$ cat src/link_pkg.sv
// Serial frame format and snapshot timing shared by the input receiver and output transmitter
package link_pkg;

    // Frame layout
    // Nine data slots LSB first, then a gap slot that always carries 0
    localparam int FRAME_LEN = 10;
    localparam int GAP_SLOT  = FRAME_LEN - 1;

    // Slot counter covers 0..GAP_SLOT
    localparam int SLOT_W = 4;

    // Snapshot cadence
    localparam int SNAP_INTERVAL = 16;          // Cycles between captures
    localparam int SNAP_W        = 4;           // Counter wraps at SNAP_INTERVAL

endpackage

$ cat src/sc_pkg.sv
// Stochastic-number widths, saturation limits, LFSR setup and comparator windows, imported by the SC datapath
package sc_pkg;

    // Stochastic value format
    localparam int VALUE_W = 9;
    typedef logic [VALUE_W-1:0] value_t;        // Unsigned probability, 0..511

    localparam value_t VALUE_MAX  = 9'd511;     // Upper saturation limit
    localparam value_t VALUE_MIN  = 9'd0;       // Lower saturation limit
    localparam value_t VALUE_HALF = 9'd256;     // Probability one half

    // Random source
    localparam int LFSR_W = 31;
    typedef logic [LFSR_W-1:0] lfsr_t;
    localparam lfsr_t LFSR_SEED   = 31'd134995;
    localparam int    LFSR_TAP_HI = 30;         // Feedback taps x^31 + x^28 + 1
    localparam int    LFSR_TAP_LO = 27;

    // Low bit of each 9-bit LFSR window used by the integrator comparators
    localparam int WIN_A_LO = 22;
    localparam int WIN_B_LO = 1;
    localparam int WIN_C_LO = 12;

    // Windows for the input and half-probability generators
    localparam int WIN_IN_A_LO  = 0;
    localparam int WIN_IN_B_LO  = 9;
    localparam int WIN_HALF1_LO = 5;
    localparam int WIN_HALF2_LO = 20;

endpackage
$ cat src/sc_top.sv
// Top level of the stochastic integrator, from serial inputs to serial snapshot outputs
`timescale 1ns/1ps

module sc_top (
    input  logic clk,
    input  logic rst_n,
    input  logic in_a_rx,               // Serial value a
    input  logic in_b_rx,               // Serial value b
    output logic chain_a_tx,
    output logic chain_b_tx,
    output logic chain_c_tx,
    output logic y1_tx,
    output logic y2_tx,
    output logic chain_c_bit            // Raw third-stage bitstream
);
    import sc_pkg::*;

    value_t value_a;
    value_t value_b;
    lfsr_t  lfsr_state;
    logic   in_a_bit;
    logic   in_b_bit;
    logic   half1_bit;
    logic   half2_bit;
    value_t chain_a;
    value_t chain_b;
    value_t chain_c;
    value_t y1;
    value_t y2;

    serial_value_rx u_rx (
        .clk(clk), .rst_n(rst_n), .in_a_rx(in_a_rx), .in_b_rx(in_b_rx),
        .value_a(value_a), .value_b(value_b)
    );

    sng_bank u_sng (
        .clk(clk), .rst_n(rst_n), .value_a(value_a), .value_b(value_b),
        .lfsr_state(lfsr_state), .in_a_bit(in_a_bit), .in_b_bit(in_b_bit),
        .half1_bit(half1_bit), .half2_bit(half2_bit)
    );

    integrator_chain u_chain (
        .clk(clk), .rst_n(rst_n), .in_a_bit(in_a_bit), .in_b_bit(in_b_bit),
        .lfsr_state(lfsr_state), .chain_a(chain_a), .chain_b(chain_b),
        .chain_c(chain_c), .chain_c_bit(chain_c_bit)
    );

    // Depends on the LFSR only, not on the serial inputs
    ode_pair u_ode (
        .clk(clk), .rst_n(rst_n), .half1_bit(half1_bit), .half2_bit(half2_bit),
        .lfsr_state(lfsr_state), .y1(y1), .y2(y2)
    );

    snapshot_tx u_tx (
        .clk(clk), .rst_n(rst_n), .chain_a(chain_a), .chain_b(chain_b),
        .chain_c(chain_c), .y1(y1), .y2(y2), .chain_a_tx(chain_a_tx),
        .chain_b_tx(chain_b_tx), .chain_c_tx(chain_c_tx), .y1_tx(y1_tx), .y2_tx(y2_tx)
    );

endmodule

$ cat src/snapshot_tx.sv
// Periodic snapshot of the five integrator counts, sent out as 10-slot serial frames
`timescale 1ns/1ps

module snapshot_tx (
    input  sc_pkg::value_t chain_a,
    input  sc_pkg::value_t chain_b,
    input  sc_pkg::value_t chain_c,
    input  sc_pkg::value_t y1,
    input  sc_pkg::value_t y2,
    input  logic           clk,
    input  logic           rst_n,
    output logic           chain_a_tx,
    output logic           chain_b_tx,
    output logic           chain_c_tx,
    output logic           y1_tx,
    output logic           y2_tx
);
    import sc_pkg::*;
    import link_pkg::*;

    value_t            val_in   [5];    // One lane per integrator
    value_t            snap_reg [5];    // Values held for transmission
    value_t            shift_q  [5];
    logic [4:0]        tx_q;            // Registered serial bits
    logic [SNAP_W-1:0] snap_cnt;
    logic [SLOT_W-1:0] slot_cnt;

    assign val_in[0] = chain_a;
    assign val_in[1] = chain_b;
    assign val_in[2] = chain_c;
    assign val_in[3] = y1;
    assign val_in[4] = y2;

    // Capture every SNAP_INTERVAL cycles, first on the edge after reset
    always_ff @(posedge clk or posedge rst_n) begin
        if (rst_n) begin
            snap_cnt <= '0;
            for (int i = 0; i < 5; i++) snap_reg[i] <= '0;
        end else begin
            snap_cnt <= (snap_cnt == SNAP_W'(SNAP_INTERVAL - 1)) ? '0 : snap_cnt + 1'b1;
            if (snap_cnt == '0) begin
                for (int i = 0; i < 5; i++) snap_reg[i] <= val_in[i];
            end
        end
    end

    // Frame sequencer, bit k leaves on the edge of slot k
    always_ff @(posedge clk or posedge rst_n) begin
        if (rst_n) begin
            slot_cnt <= '0;
            tx_q     <= '0;
        end else begin
            slot_cnt <= (slot_cnt == SLOT_W'(GAP_SLOT)) ? '0 : slot_cnt + 1'b1;
            for (int i = 0; i < 5; i++) begin
                if (slot_cnt == '0) tx_q[i] <= snap_reg[i][0];  // LSB straight from snapshot
                else if (slot_cnt == SLOT_W'(GAP_SLOT)) tx_q[i] <= 1'b0;
                else tx_q[i] <= shift_q[i][0];
            end
        end
    end

    // Shift registers reload at slot 0
    always_ff @(posedge clk) begin
        for (int i = 0; i < 5; i++) begin
            shift_q[i] <= (slot_cnt == '0) ? snap_reg[i] >> 1 : shift_q[i] >> 1;
        end
    end

    assign chain_a_tx = tx_q[0];
    assign chain_b_tx = tx_q[1];
    assign chain_c_tx = tx_q[2];
    assign y1_tx      = tx_q[3];
    assign y2_tx      = tx_q[4];

endmodule

$ cat src/ode_pair.sv
// Cross-coupled integrators solving dy1/dt = y2 - 1/2 and dy2/dt = 1/2 - y1
`timescale 1ns/1ps

module ode_pair (
    input  logic           clk,
    input  logic           rst_n,
    input  logic           half1_bit,       // Constant 1/2 subtracted from dy1
    input  logic           half2_bit,       // Constant 1/2 added to dy2
    input  sc_pkg::lfsr_t  lfsr_state,
    output sc_pkg::value_t y1,
    output sc_pkg::value_t y2
);
    import sc_pkg::*;

    logic y1_bit;
    logic y2_bit;

    // y1 starts at 0 and grows with y2
    sc_integrator #(.INIT(VALUE_MIN)) u_y1 (
        .clk     (clk),
        .rst_n   (rst_n),
        .inc_bit (y2_bit),
        .dec_bit (half1_bit),
        .value   (y1)
    );

    // y2 starts at 1/2 and shrinks with y1
    sc_integrator #(.INIT(VALUE_HALF)) u_y2 (
        .clk     (clk),
        .rst_n   (rst_n),
        .inc_bit (half2_bit),
        .dec_bit (y1_bit),
        .value   (y2)
    );

    // Feedback streams, windows A and B as in the chain
    assign y1_bit = y1 > lfsr_state[WIN_A_LO +: VALUE_W];
    assign y2_bit = y2 > lfsr_state[WIN_B_LO +: VALUE_W];

endmodule

$ cat src/integrator_chain.sv
// Three cascaded integrators that build t, t^2/2 and t^3/6 from the input streams
`timescale 1ns/1ps

module integrator_chain (
    input  logic           clk,
    input  logic           rst_n,
    input  logic           in_a_bit,        // Drives the first stage
    input  logic           in_b_bit,        // Common decrement for all stages
    input  sc_pkg::lfsr_t  lfsr_state,
    output sc_pkg::value_t chain_a,         // ~ t
    output sc_pkg::value_t chain_b,         // ~ t^2/2
    output sc_pkg::value_t chain_c,         // ~ t^3/6
    output logic           chain_c_bit      // Raw stream of the last stage
);
    import sc_pkg::*;

    logic a_bit;
    logic b_bit;

    sc_integrator u_stage_a (
        .clk     (clk),
        .rst_n   (rst_n),
        .inc_bit (in_a_bit),
        .dec_bit (in_b_bit),
        .value   (chain_a)
    );

    sc_integrator u_stage_b (
        .clk     (clk),
        .rst_n   (rst_n),
        .inc_bit (a_bit),           // Integrates stage a
        .dec_bit (in_b_bit),
        .value   (chain_b)
    );

    sc_integrator u_stage_c (
        .clk     (clk),
        .rst_n   (rst_n),
        .inc_bit (b_bit),           // Integrates stage b
        .dec_bit (in_b_bit),
        .value   (chain_c)
    );

    // Each stage re-encoded on its own window
    assign a_bit       = chain_a > lfsr_state[WIN_A_LO +: VALUE_W];
    assign b_bit       = chain_b > lfsr_state[WIN_B_LO +: VALUE_W];
    assign chain_c_bit = chain_c > lfsr_state[WIN_C_LO +: VALUE_W];

endmodule

$ cat src/sc_integrator.sv
// Saturating up/down counter that integrates the difference of two stochastic bitstreams
`timescale 1ns/1ps

module sc_integrator #(
    parameter sc_pkg::value_t INIT = '0     // Count at reset
) (
    input  logic           clk,
    input  logic           rst_n,
    input  logic           inc_bit,         // Positive integrand stream
    input  logic           dec_bit,         // Negative integrand stream
    output sc_pkg::value_t value
);
    import sc_pkg::*;

    // One Euler step per cycle, equal bits cancel
    always_ff @(posedge clk or posedge rst_n) begin
        if (rst_n) begin
            value <= INIT;
        end else if (inc_bit && !dec_bit) begin
            if (value != VALUE_MAX) begin   // Hold at the top
                value <= value + 1'b1;
            end
        end else if (dec_bit && !inc_bit) begin
            if (value != VALUE_MIN) begin   // Hold at the bottom
                value <= value - 1'b1;
            end
        end
    end

endmodule

$ cat src/sng_bank.sv
// LFSR and comparator bank producing the shared input and half-probability bitstreams
`timescale 1ns/1ps

module sng_bank (
    input  logic           clk,
    input  logic           rst_n,
    input  sc_pkg::value_t value_a,     // Probability of in_a_bit
    input  sc_pkg::value_t value_b,     // Probability of in_b_bit
    output sc_pkg::lfsr_t  lfsr_state,  // Shared with both integrator groups
    output logic           in_a_bit,
    output logic           in_b_bit,
    output logic           half1_bit,
    output logic           half2_bit
);
    import sc_pkg::*;

    // Fibonacci LFSR, one shift per cycle
    always_ff @(posedge clk or posedge rst_n) begin
        if (rst_n) begin
            lfsr_state <= LFSR_SEED;
        end else begin
            lfsr_state <= {lfsr_state[LFSR_W-2:0],
                           lfsr_state[LFSR_TAP_HI] ^ lfsr_state[LFSR_TAP_LO]};
        end
    end

    // Bit is 1 when the value exceeds its random window
    assign in_a_bit = value_a > lfsr_state[WIN_IN_A_LO +: VALUE_W];
    assign in_b_bit = value_b > lfsr_state[WIN_IN_B_LO +: VALUE_W];

    // Two half-probability streams on distinct windows
    // Separate windows keep them weakly correlated
    assign half1_bit = VALUE_HALF > lfsr_state[WIN_HALF1_LO +: VALUE_W];
    assign half2_bit = VALUE_HALF > lfsr_state[WIN_HALF2_LO +: VALUE_W];

endmodule

$ cat src/serial_value_rx.sv
// Two-channel serial receiver that turns 10-slot frames into the 9-bit input probabilities
`timescale 1ns/1ps

module serial_value_rx (
    input  logic           clk,
    input  logic           rst_n,
    input  logic           in_a_rx,     // Serial input a, LSB first
    input  logic           in_b_rx,     // Serial input b, LSB first
    output sc_pkg::value_t value_a,
    output sc_pkg::value_t value_b
);
    import sc_pkg::*;
    import link_pkg::*;

    logic [SLOT_W-1:0] slot_cnt;        // Position within the current frame
    value_t            shift_a;         // Words under assembly
    value_t            shift_b;

    // Slot counter and latched values
    always_ff @(posedge clk or posedge rst_n) begin
        if (rst_n) begin
            slot_cnt <= '0;
            value_a  <= VALUE_MAX;      // Full-scale a until the first frame lands
            value_b  <= VALUE_MIN;
        end else if (slot_cnt == SLOT_W'(GAP_SLOT)) begin
            slot_cnt <= '0;
            value_a  <= shift_a;        // Whole word present after slot 8
            value_b  <= shift_b;
        end else begin
            slot_cnt <= slot_cnt + 1'b1;
        end
    end

    // New bit enters at the top, so bit 0 ends at the bottom after nine shifts
    always_ff @(posedge clk) begin
        if (slot_cnt != SLOT_W'(GAP_SLOT)) begin
            shift_a <= {in_a_rx, shift_a[VALUE_W-1:1]};
            shift_b <= {in_b_rx, shift_b[VALUE_W-1:1]};
        end
    end

endmodule

$ cat config.mk
export PLATFORM = sky130hd
export DESIGN_NAME = sc_top
export DESIGN_NICKNAME = d
export VERILOG_FILES = /design/src/link_pkg.sv /design/src/sc_pkg.sv /design/src/sc_top.sv /design/src/snapshot_tx.sv /design/src/ode_pair.sv /design/src/integrator_chain.sv /design/src/sc_integrator.sv /design/src/sng_bank.sv /design/src/serial_value_rx.sv
export SDC_FILE = /design/constraint.sdc
export NUM_CORES = 1
export LEC_CHECK = 0
export BUFFER_PORTS_ARGS = -buffer_cell sky130_fd_sc_hd__buf_2
export CORE_UTILIZATION = 30
export CTS_CLUSTER_SIZE = 40
export DETAILED_ROUTE_END_ITERATION = 8
export PLACE_DENSITY_LB_ADDON = 0.15
export SYNTH_ARGS = -nofsm -noshare
export SYNTH_HDL_FRONTEND = slang
export SYNTH_SLANG_ARGS = --single-unit
export TNS_END_PERCENT = 10
$ cat constraint.sdc
create_clock -name clk -period 6 [get_ports clk]
set_clock_uncertainty 0.05 [all_clocks]
set_input_delay 0.6 -clock clk [delete_from_list [all_inputs] [get_ports clk]]
set_output_delay 0.6 -clock clk [all_outputs]
set_load 0.01 [all_outputs]
==> flow_summary.json <==
{
  "outcome": "completed",
  "synth_commonest_cells": "137 x sky130_fd_sc_hd__dfrtp_1, 105 x sky130_fd_sc_hd__ha_1, 97 x sky130_fd_sc_hd__mux2_2",
  "place.port_buffers": 9,
  "hold_path_class": "in -> reg",
  "routabilityCongestion": 0.781,
  "power_leakage_nw": 5.32,
  "area_growth_syn_to_layout_pct": 13.1,
  "worst_hold_slack_ns": 0.215,
  "largest_fanout_on_the_critical_path": 8,
  "clock_tree_from_tritoncts": "done",
  "largest_register_ffs": 45,
  "post_route_cells_drive_above_1_share": 0.190,
  "post_drt_wl_per_cell_um": 15.2,
  "finalMaxSlewViolations": 0,
  "first_global_vias": 7134,
  "synth-compound-area-share": 0.124,
  "synthDominantAreaCellType": "sky130_fd_sc_hd__dfrtp_1",
  "finalNetCount": 1076,
  "final_hold_viol_count": 0,
  "synthFlopType": "sky130_fd_sc_hd__dfrtp_1",
  "global_route.overflow_total": 0,
  "slew_headroom": 0.290,
  "fmax_ghz": 0.246,
  "design.core.area_um2": 34900,
  "post_synth_xor_area_fraction": 0.0318,
  "cts_max_path_buffers": 3,
  "route.detailed.drc": 0,
  "critical_path_required_ns": 6.34,
  "most_frequently_used_cell_type_in_the_post_synthesis_netlist": "sky130_fd_sc_hd__dfrtp_1",
  "synth_top_area_share": 0.319,
  "yosys_register_bits": 214,
  "drt_pass1_iterations": 4,
  "synth_edf_count": 18,
  "layout.filler_cells": 3473,
  "drt_wl_total_um": 21800,
  "ant_nets": 0,
  "worst_r2r_path_depth": 15,
  "dieArea_um2": 36600,
  "clock_sink_count": 214,
  "type_of_the_setup_path_with_the_least_slack": "reg -> reg",
  "cp-end-kind": "flop",
  "rsz0062_at_grt": "no",
  "summed_area_of_non_filler_cells_in_the_final_layout_um2": 12200,
  "synth.cell_area_um2": 10800,
  "cts.htree.levels": 1,
  "detailedPlacementHpwl_um": 15200,
  "vdd_ir_drop_max_v": 0.000215,
  "start_util": 0.308,
  "syn-mean-instance-area_um2": 11.4,
  "timing.final.setup_violations": 0,
  "initial_antenna_violation_count": 0,
  "postCtsSetupBuffers": 0,
  "vias_per_cell": 4.74,
  "worst_ep_arrival_ns": 4.41,
  "floorplan.io_pins": 10,
  "cts.clk_slew.worst_paths_ns": 0.06,
  "floorplan.die.width_um": 191,
  "synth_seq_area_share": 0.490,
  "drtIter0Drc": 258,
  "layout.core_utilization": 0.349,
  "top_cells_by_area_in_the_synthesized_netlist": "sky130_fd_sc_hd__dfrtp_1 32%, sky130_fd_sc_hd__ha_1 12%, sky130_fd_sc_hd__mux2_2 10%",
  "fin_crit_ns": 4.07,
  "total_vias_in_the_final_route": 6802,
  "hold_path_depth": 1,
  "yosys.area_share.simple": 0.0844,
  "synth-async-reset-ratio": 0.729,
  "netlist_instances": 943,
  "total_clock_buffers_created_by_cts": 25,
  "post_cts_resize_count": 0,
  "element_type_at_the_critical_path_start": "flop",
  "max_cap_violations": 0,
  "synthesis.yosys.warnings": 0,
  "yosys-mux-area-fraction": 0.106,
  "synth_fp_nets": 1057,
  "clk_latency_ns": 0.52,
  "dpl_cell_area_um2": 11300,
  "chip_height_um": 191,
  "synth-adder-area-share": 0.131,
  "grt_start_max_net_pins": 77,
  "grt_pass1_wl_um": 37000,
  "final.period_utilization": 0.678,
  "ctsRootBufferMaster": "sky130_fd_sc_hd__clkbuf_16",
  "tightestPinTransition_ns": 1.06,
  "ys_types": 49,
  "p_per_cell_area_nw_per_um2": 411,
  "grt_usage": 0.126,
  "largest_family_of_logic_cells_by_synthesized_area": "adder cells",
  "finalSetupTns_ns": 0,
  "core.rowCount": 68
}
[logic make-up (layout without fill, tap and decap cells)]
| logic type | Yosys count | in the layout |
|---|---|---|
| flip-flops | 214 | 214 |
| other | 0 | 1 |
| AND/OR/NAND/NOR | 192 | 192 |
| multiplexers | 101 | 101 |
| buffers and inverters | 80 | 116 |
| XOR/XNOR | 39 | 39 |
| AO/OA/AOI/OAI | 207 | 207 |
| adder cells (fa/ha/maj) | 110 | 110 |
[worst paths after layout]
path	from	end	slack, ns
setup / recovery	u_sng.lfsr_state[11]	u_chain.u_stage_b.value[8]	1.93
hold / removal	in_b_rx	u_rx.shift_b[8]	0.21
setup reg to reg	u_sng.lfsr_state[11]	u_chain.u_stage_b.value[8]	1.93
hold reg to reg	u_sng.lfsr_state[21]	u_sng.lfsr_state[22]	0.30
max in group asynchronous	rst_n	u_tx.snap_reg[34]	4.02
min in group asynchronous	rst_n	u_ode.u_y2.value[4]	0.55
[cell type report]
type,instances,area [µm²],area share
Sequential cell,214,5270,0.433
Multi-Input combinational cell,649,5150,0.424
Clock buffer,36,737,0.0606
Tap cell,455,569,0.0468
Inverter,56,215,0.0177
Clock inverter,8,121,0.00997
Timing Repair Buffer,16,100,0.00823
Antenna cell,1,2.50,0.000206
[report_power, final]
| group | internal [mW] | total (mW) | switching, mW |
|---|---|---|---|
| registers | 1.68 | 1.93 | 0.253 |
| logic | 0.707 | 1.50 | 0.797 |
| clock network | 0.977 | 1.57 | 0.594 |
| total | 3.36 | 5.01 | 1.64 |
[repair_timing]
| item | CTS | global route |
|---|---|---|
| setup endpoints to repair | 0 | 0 |
| endpoints found under the hold margin | 1 | 0 |
| hold buffers | 1 | 0 |
[per-layer routing]
layer / vias up / GRT usage / part of all wire
li1: 3445 / - / -
met1: 3276 / 0.174 / 0.51
met2: 47 / 0.205 / 0.45
met3: 34 / 0.0185 / 0.022
met4: 0 / 0.0339 / 0.021
met5: - / 0 / 0
[metrics by stage]
stage | worst slack [ns] | power, mW | cells
6_report | 1.93 | 5.01 | 1435
5_1_grt | 1.47 | 5.40 | 1434
4_1_cts | 1.87 | 5.10 | 1434
3_5_place_dp | 1.89 | 3.49 | 1389
3_3_place_gp | 2.00 | 3.48 | 1389
2_1_floorplan | 1.17 | 3.13 | 943
[worst max-delay path, stage by stage, from the launching register on]
cell,delay (ns)
sky130_fd_sc_hd__dfstp_2,0.52
sky130_fd_sc_hd__inv_1,0.04
sky130_fd_sc_hd__ha_1,0.29
sky130_fd_sc_hd__a21oi_1,0.13
sky130_fd_sc_hd__nor2b_1,0.05
sky130_fd_sc_hd__o21ai_0,0.14
sky130_fd_sc_hd__a21oi_1,0.08
sky130_fd_sc_hd__o31ai_1,0.66
sky130_fd_sc_hd__ha_1,0.43
sky130_fd_sc_hd__inv_1,0.22
sky130_fd_sc_hd__ha_1,0.42
sky130_fd_sc_hd__nand2_1,0.09
sky130_fd_sc_hd__a211oi_1,0.33
sky130_fd_sc_hd__a2bb2oi_1,0.21
sky130_fd_sc_hd__a21oi_1,0.09
sky130_fd_sc_hd__xor2_1,0.18
[cell usage in the layout (no fill, tap or decap), types with 6 or more instances in the layout]
cell type	n
sky130_fd_sc_hd__nand2_1	77
sky130_fd_sc_hd__mux2_2	97
sky130_fd_sc_hd__nor2_1	33
sky130_fd_sc_hd__xor2_1	29
sky130_fd_sc_hd__a21o_1	25
sky130_fd_sc_hd__edfxtp_1	18
sky130_fd_sc_hd__nand4_1	22
sky130_fd_sc_hd__dfrtp_1	137
sky130_fd_sc_hd__ha_1	105
sky130_fd_sc_hd__dfxtp_1	40
sky130_fd_sc_hd__o21ai_0	57
sky130_fd_sc_hd__nor3_1	15
sky130_fd_sc_hd__a21oi_1	54
sky130_fd_sc_hd__nand2b_1	10
sky130_fd_sc_hd__buf_4	6
sky130_fd_sc_hd__a31oi_1	7
sky130_fd_sc_hd__nor2b_1	10
sky130_fd_sc_hd__inv_1	55
sky130_fd_sc_hd__clkbuf_8	7
sky130_fd_sc_hd__clkbuf_16	25
sky130_fd_sc_hd__a211oi_1	14
sky130_fd_sc_hd__xnor2_1	10
sky130_fd_sc_hd__o21bai_1	6
sky130_fd_sc_hd__buf_2	9
sky130_fd_sc_hd__o31ai_2	6
sky130_fd_sc_hd__o21a_1	8
sky130_fd_sc_hd__nor4_1	10
sky130_fd_sc_hd__dfstp_2	19
Note: power is estimated with default switching activity, not from simulation.
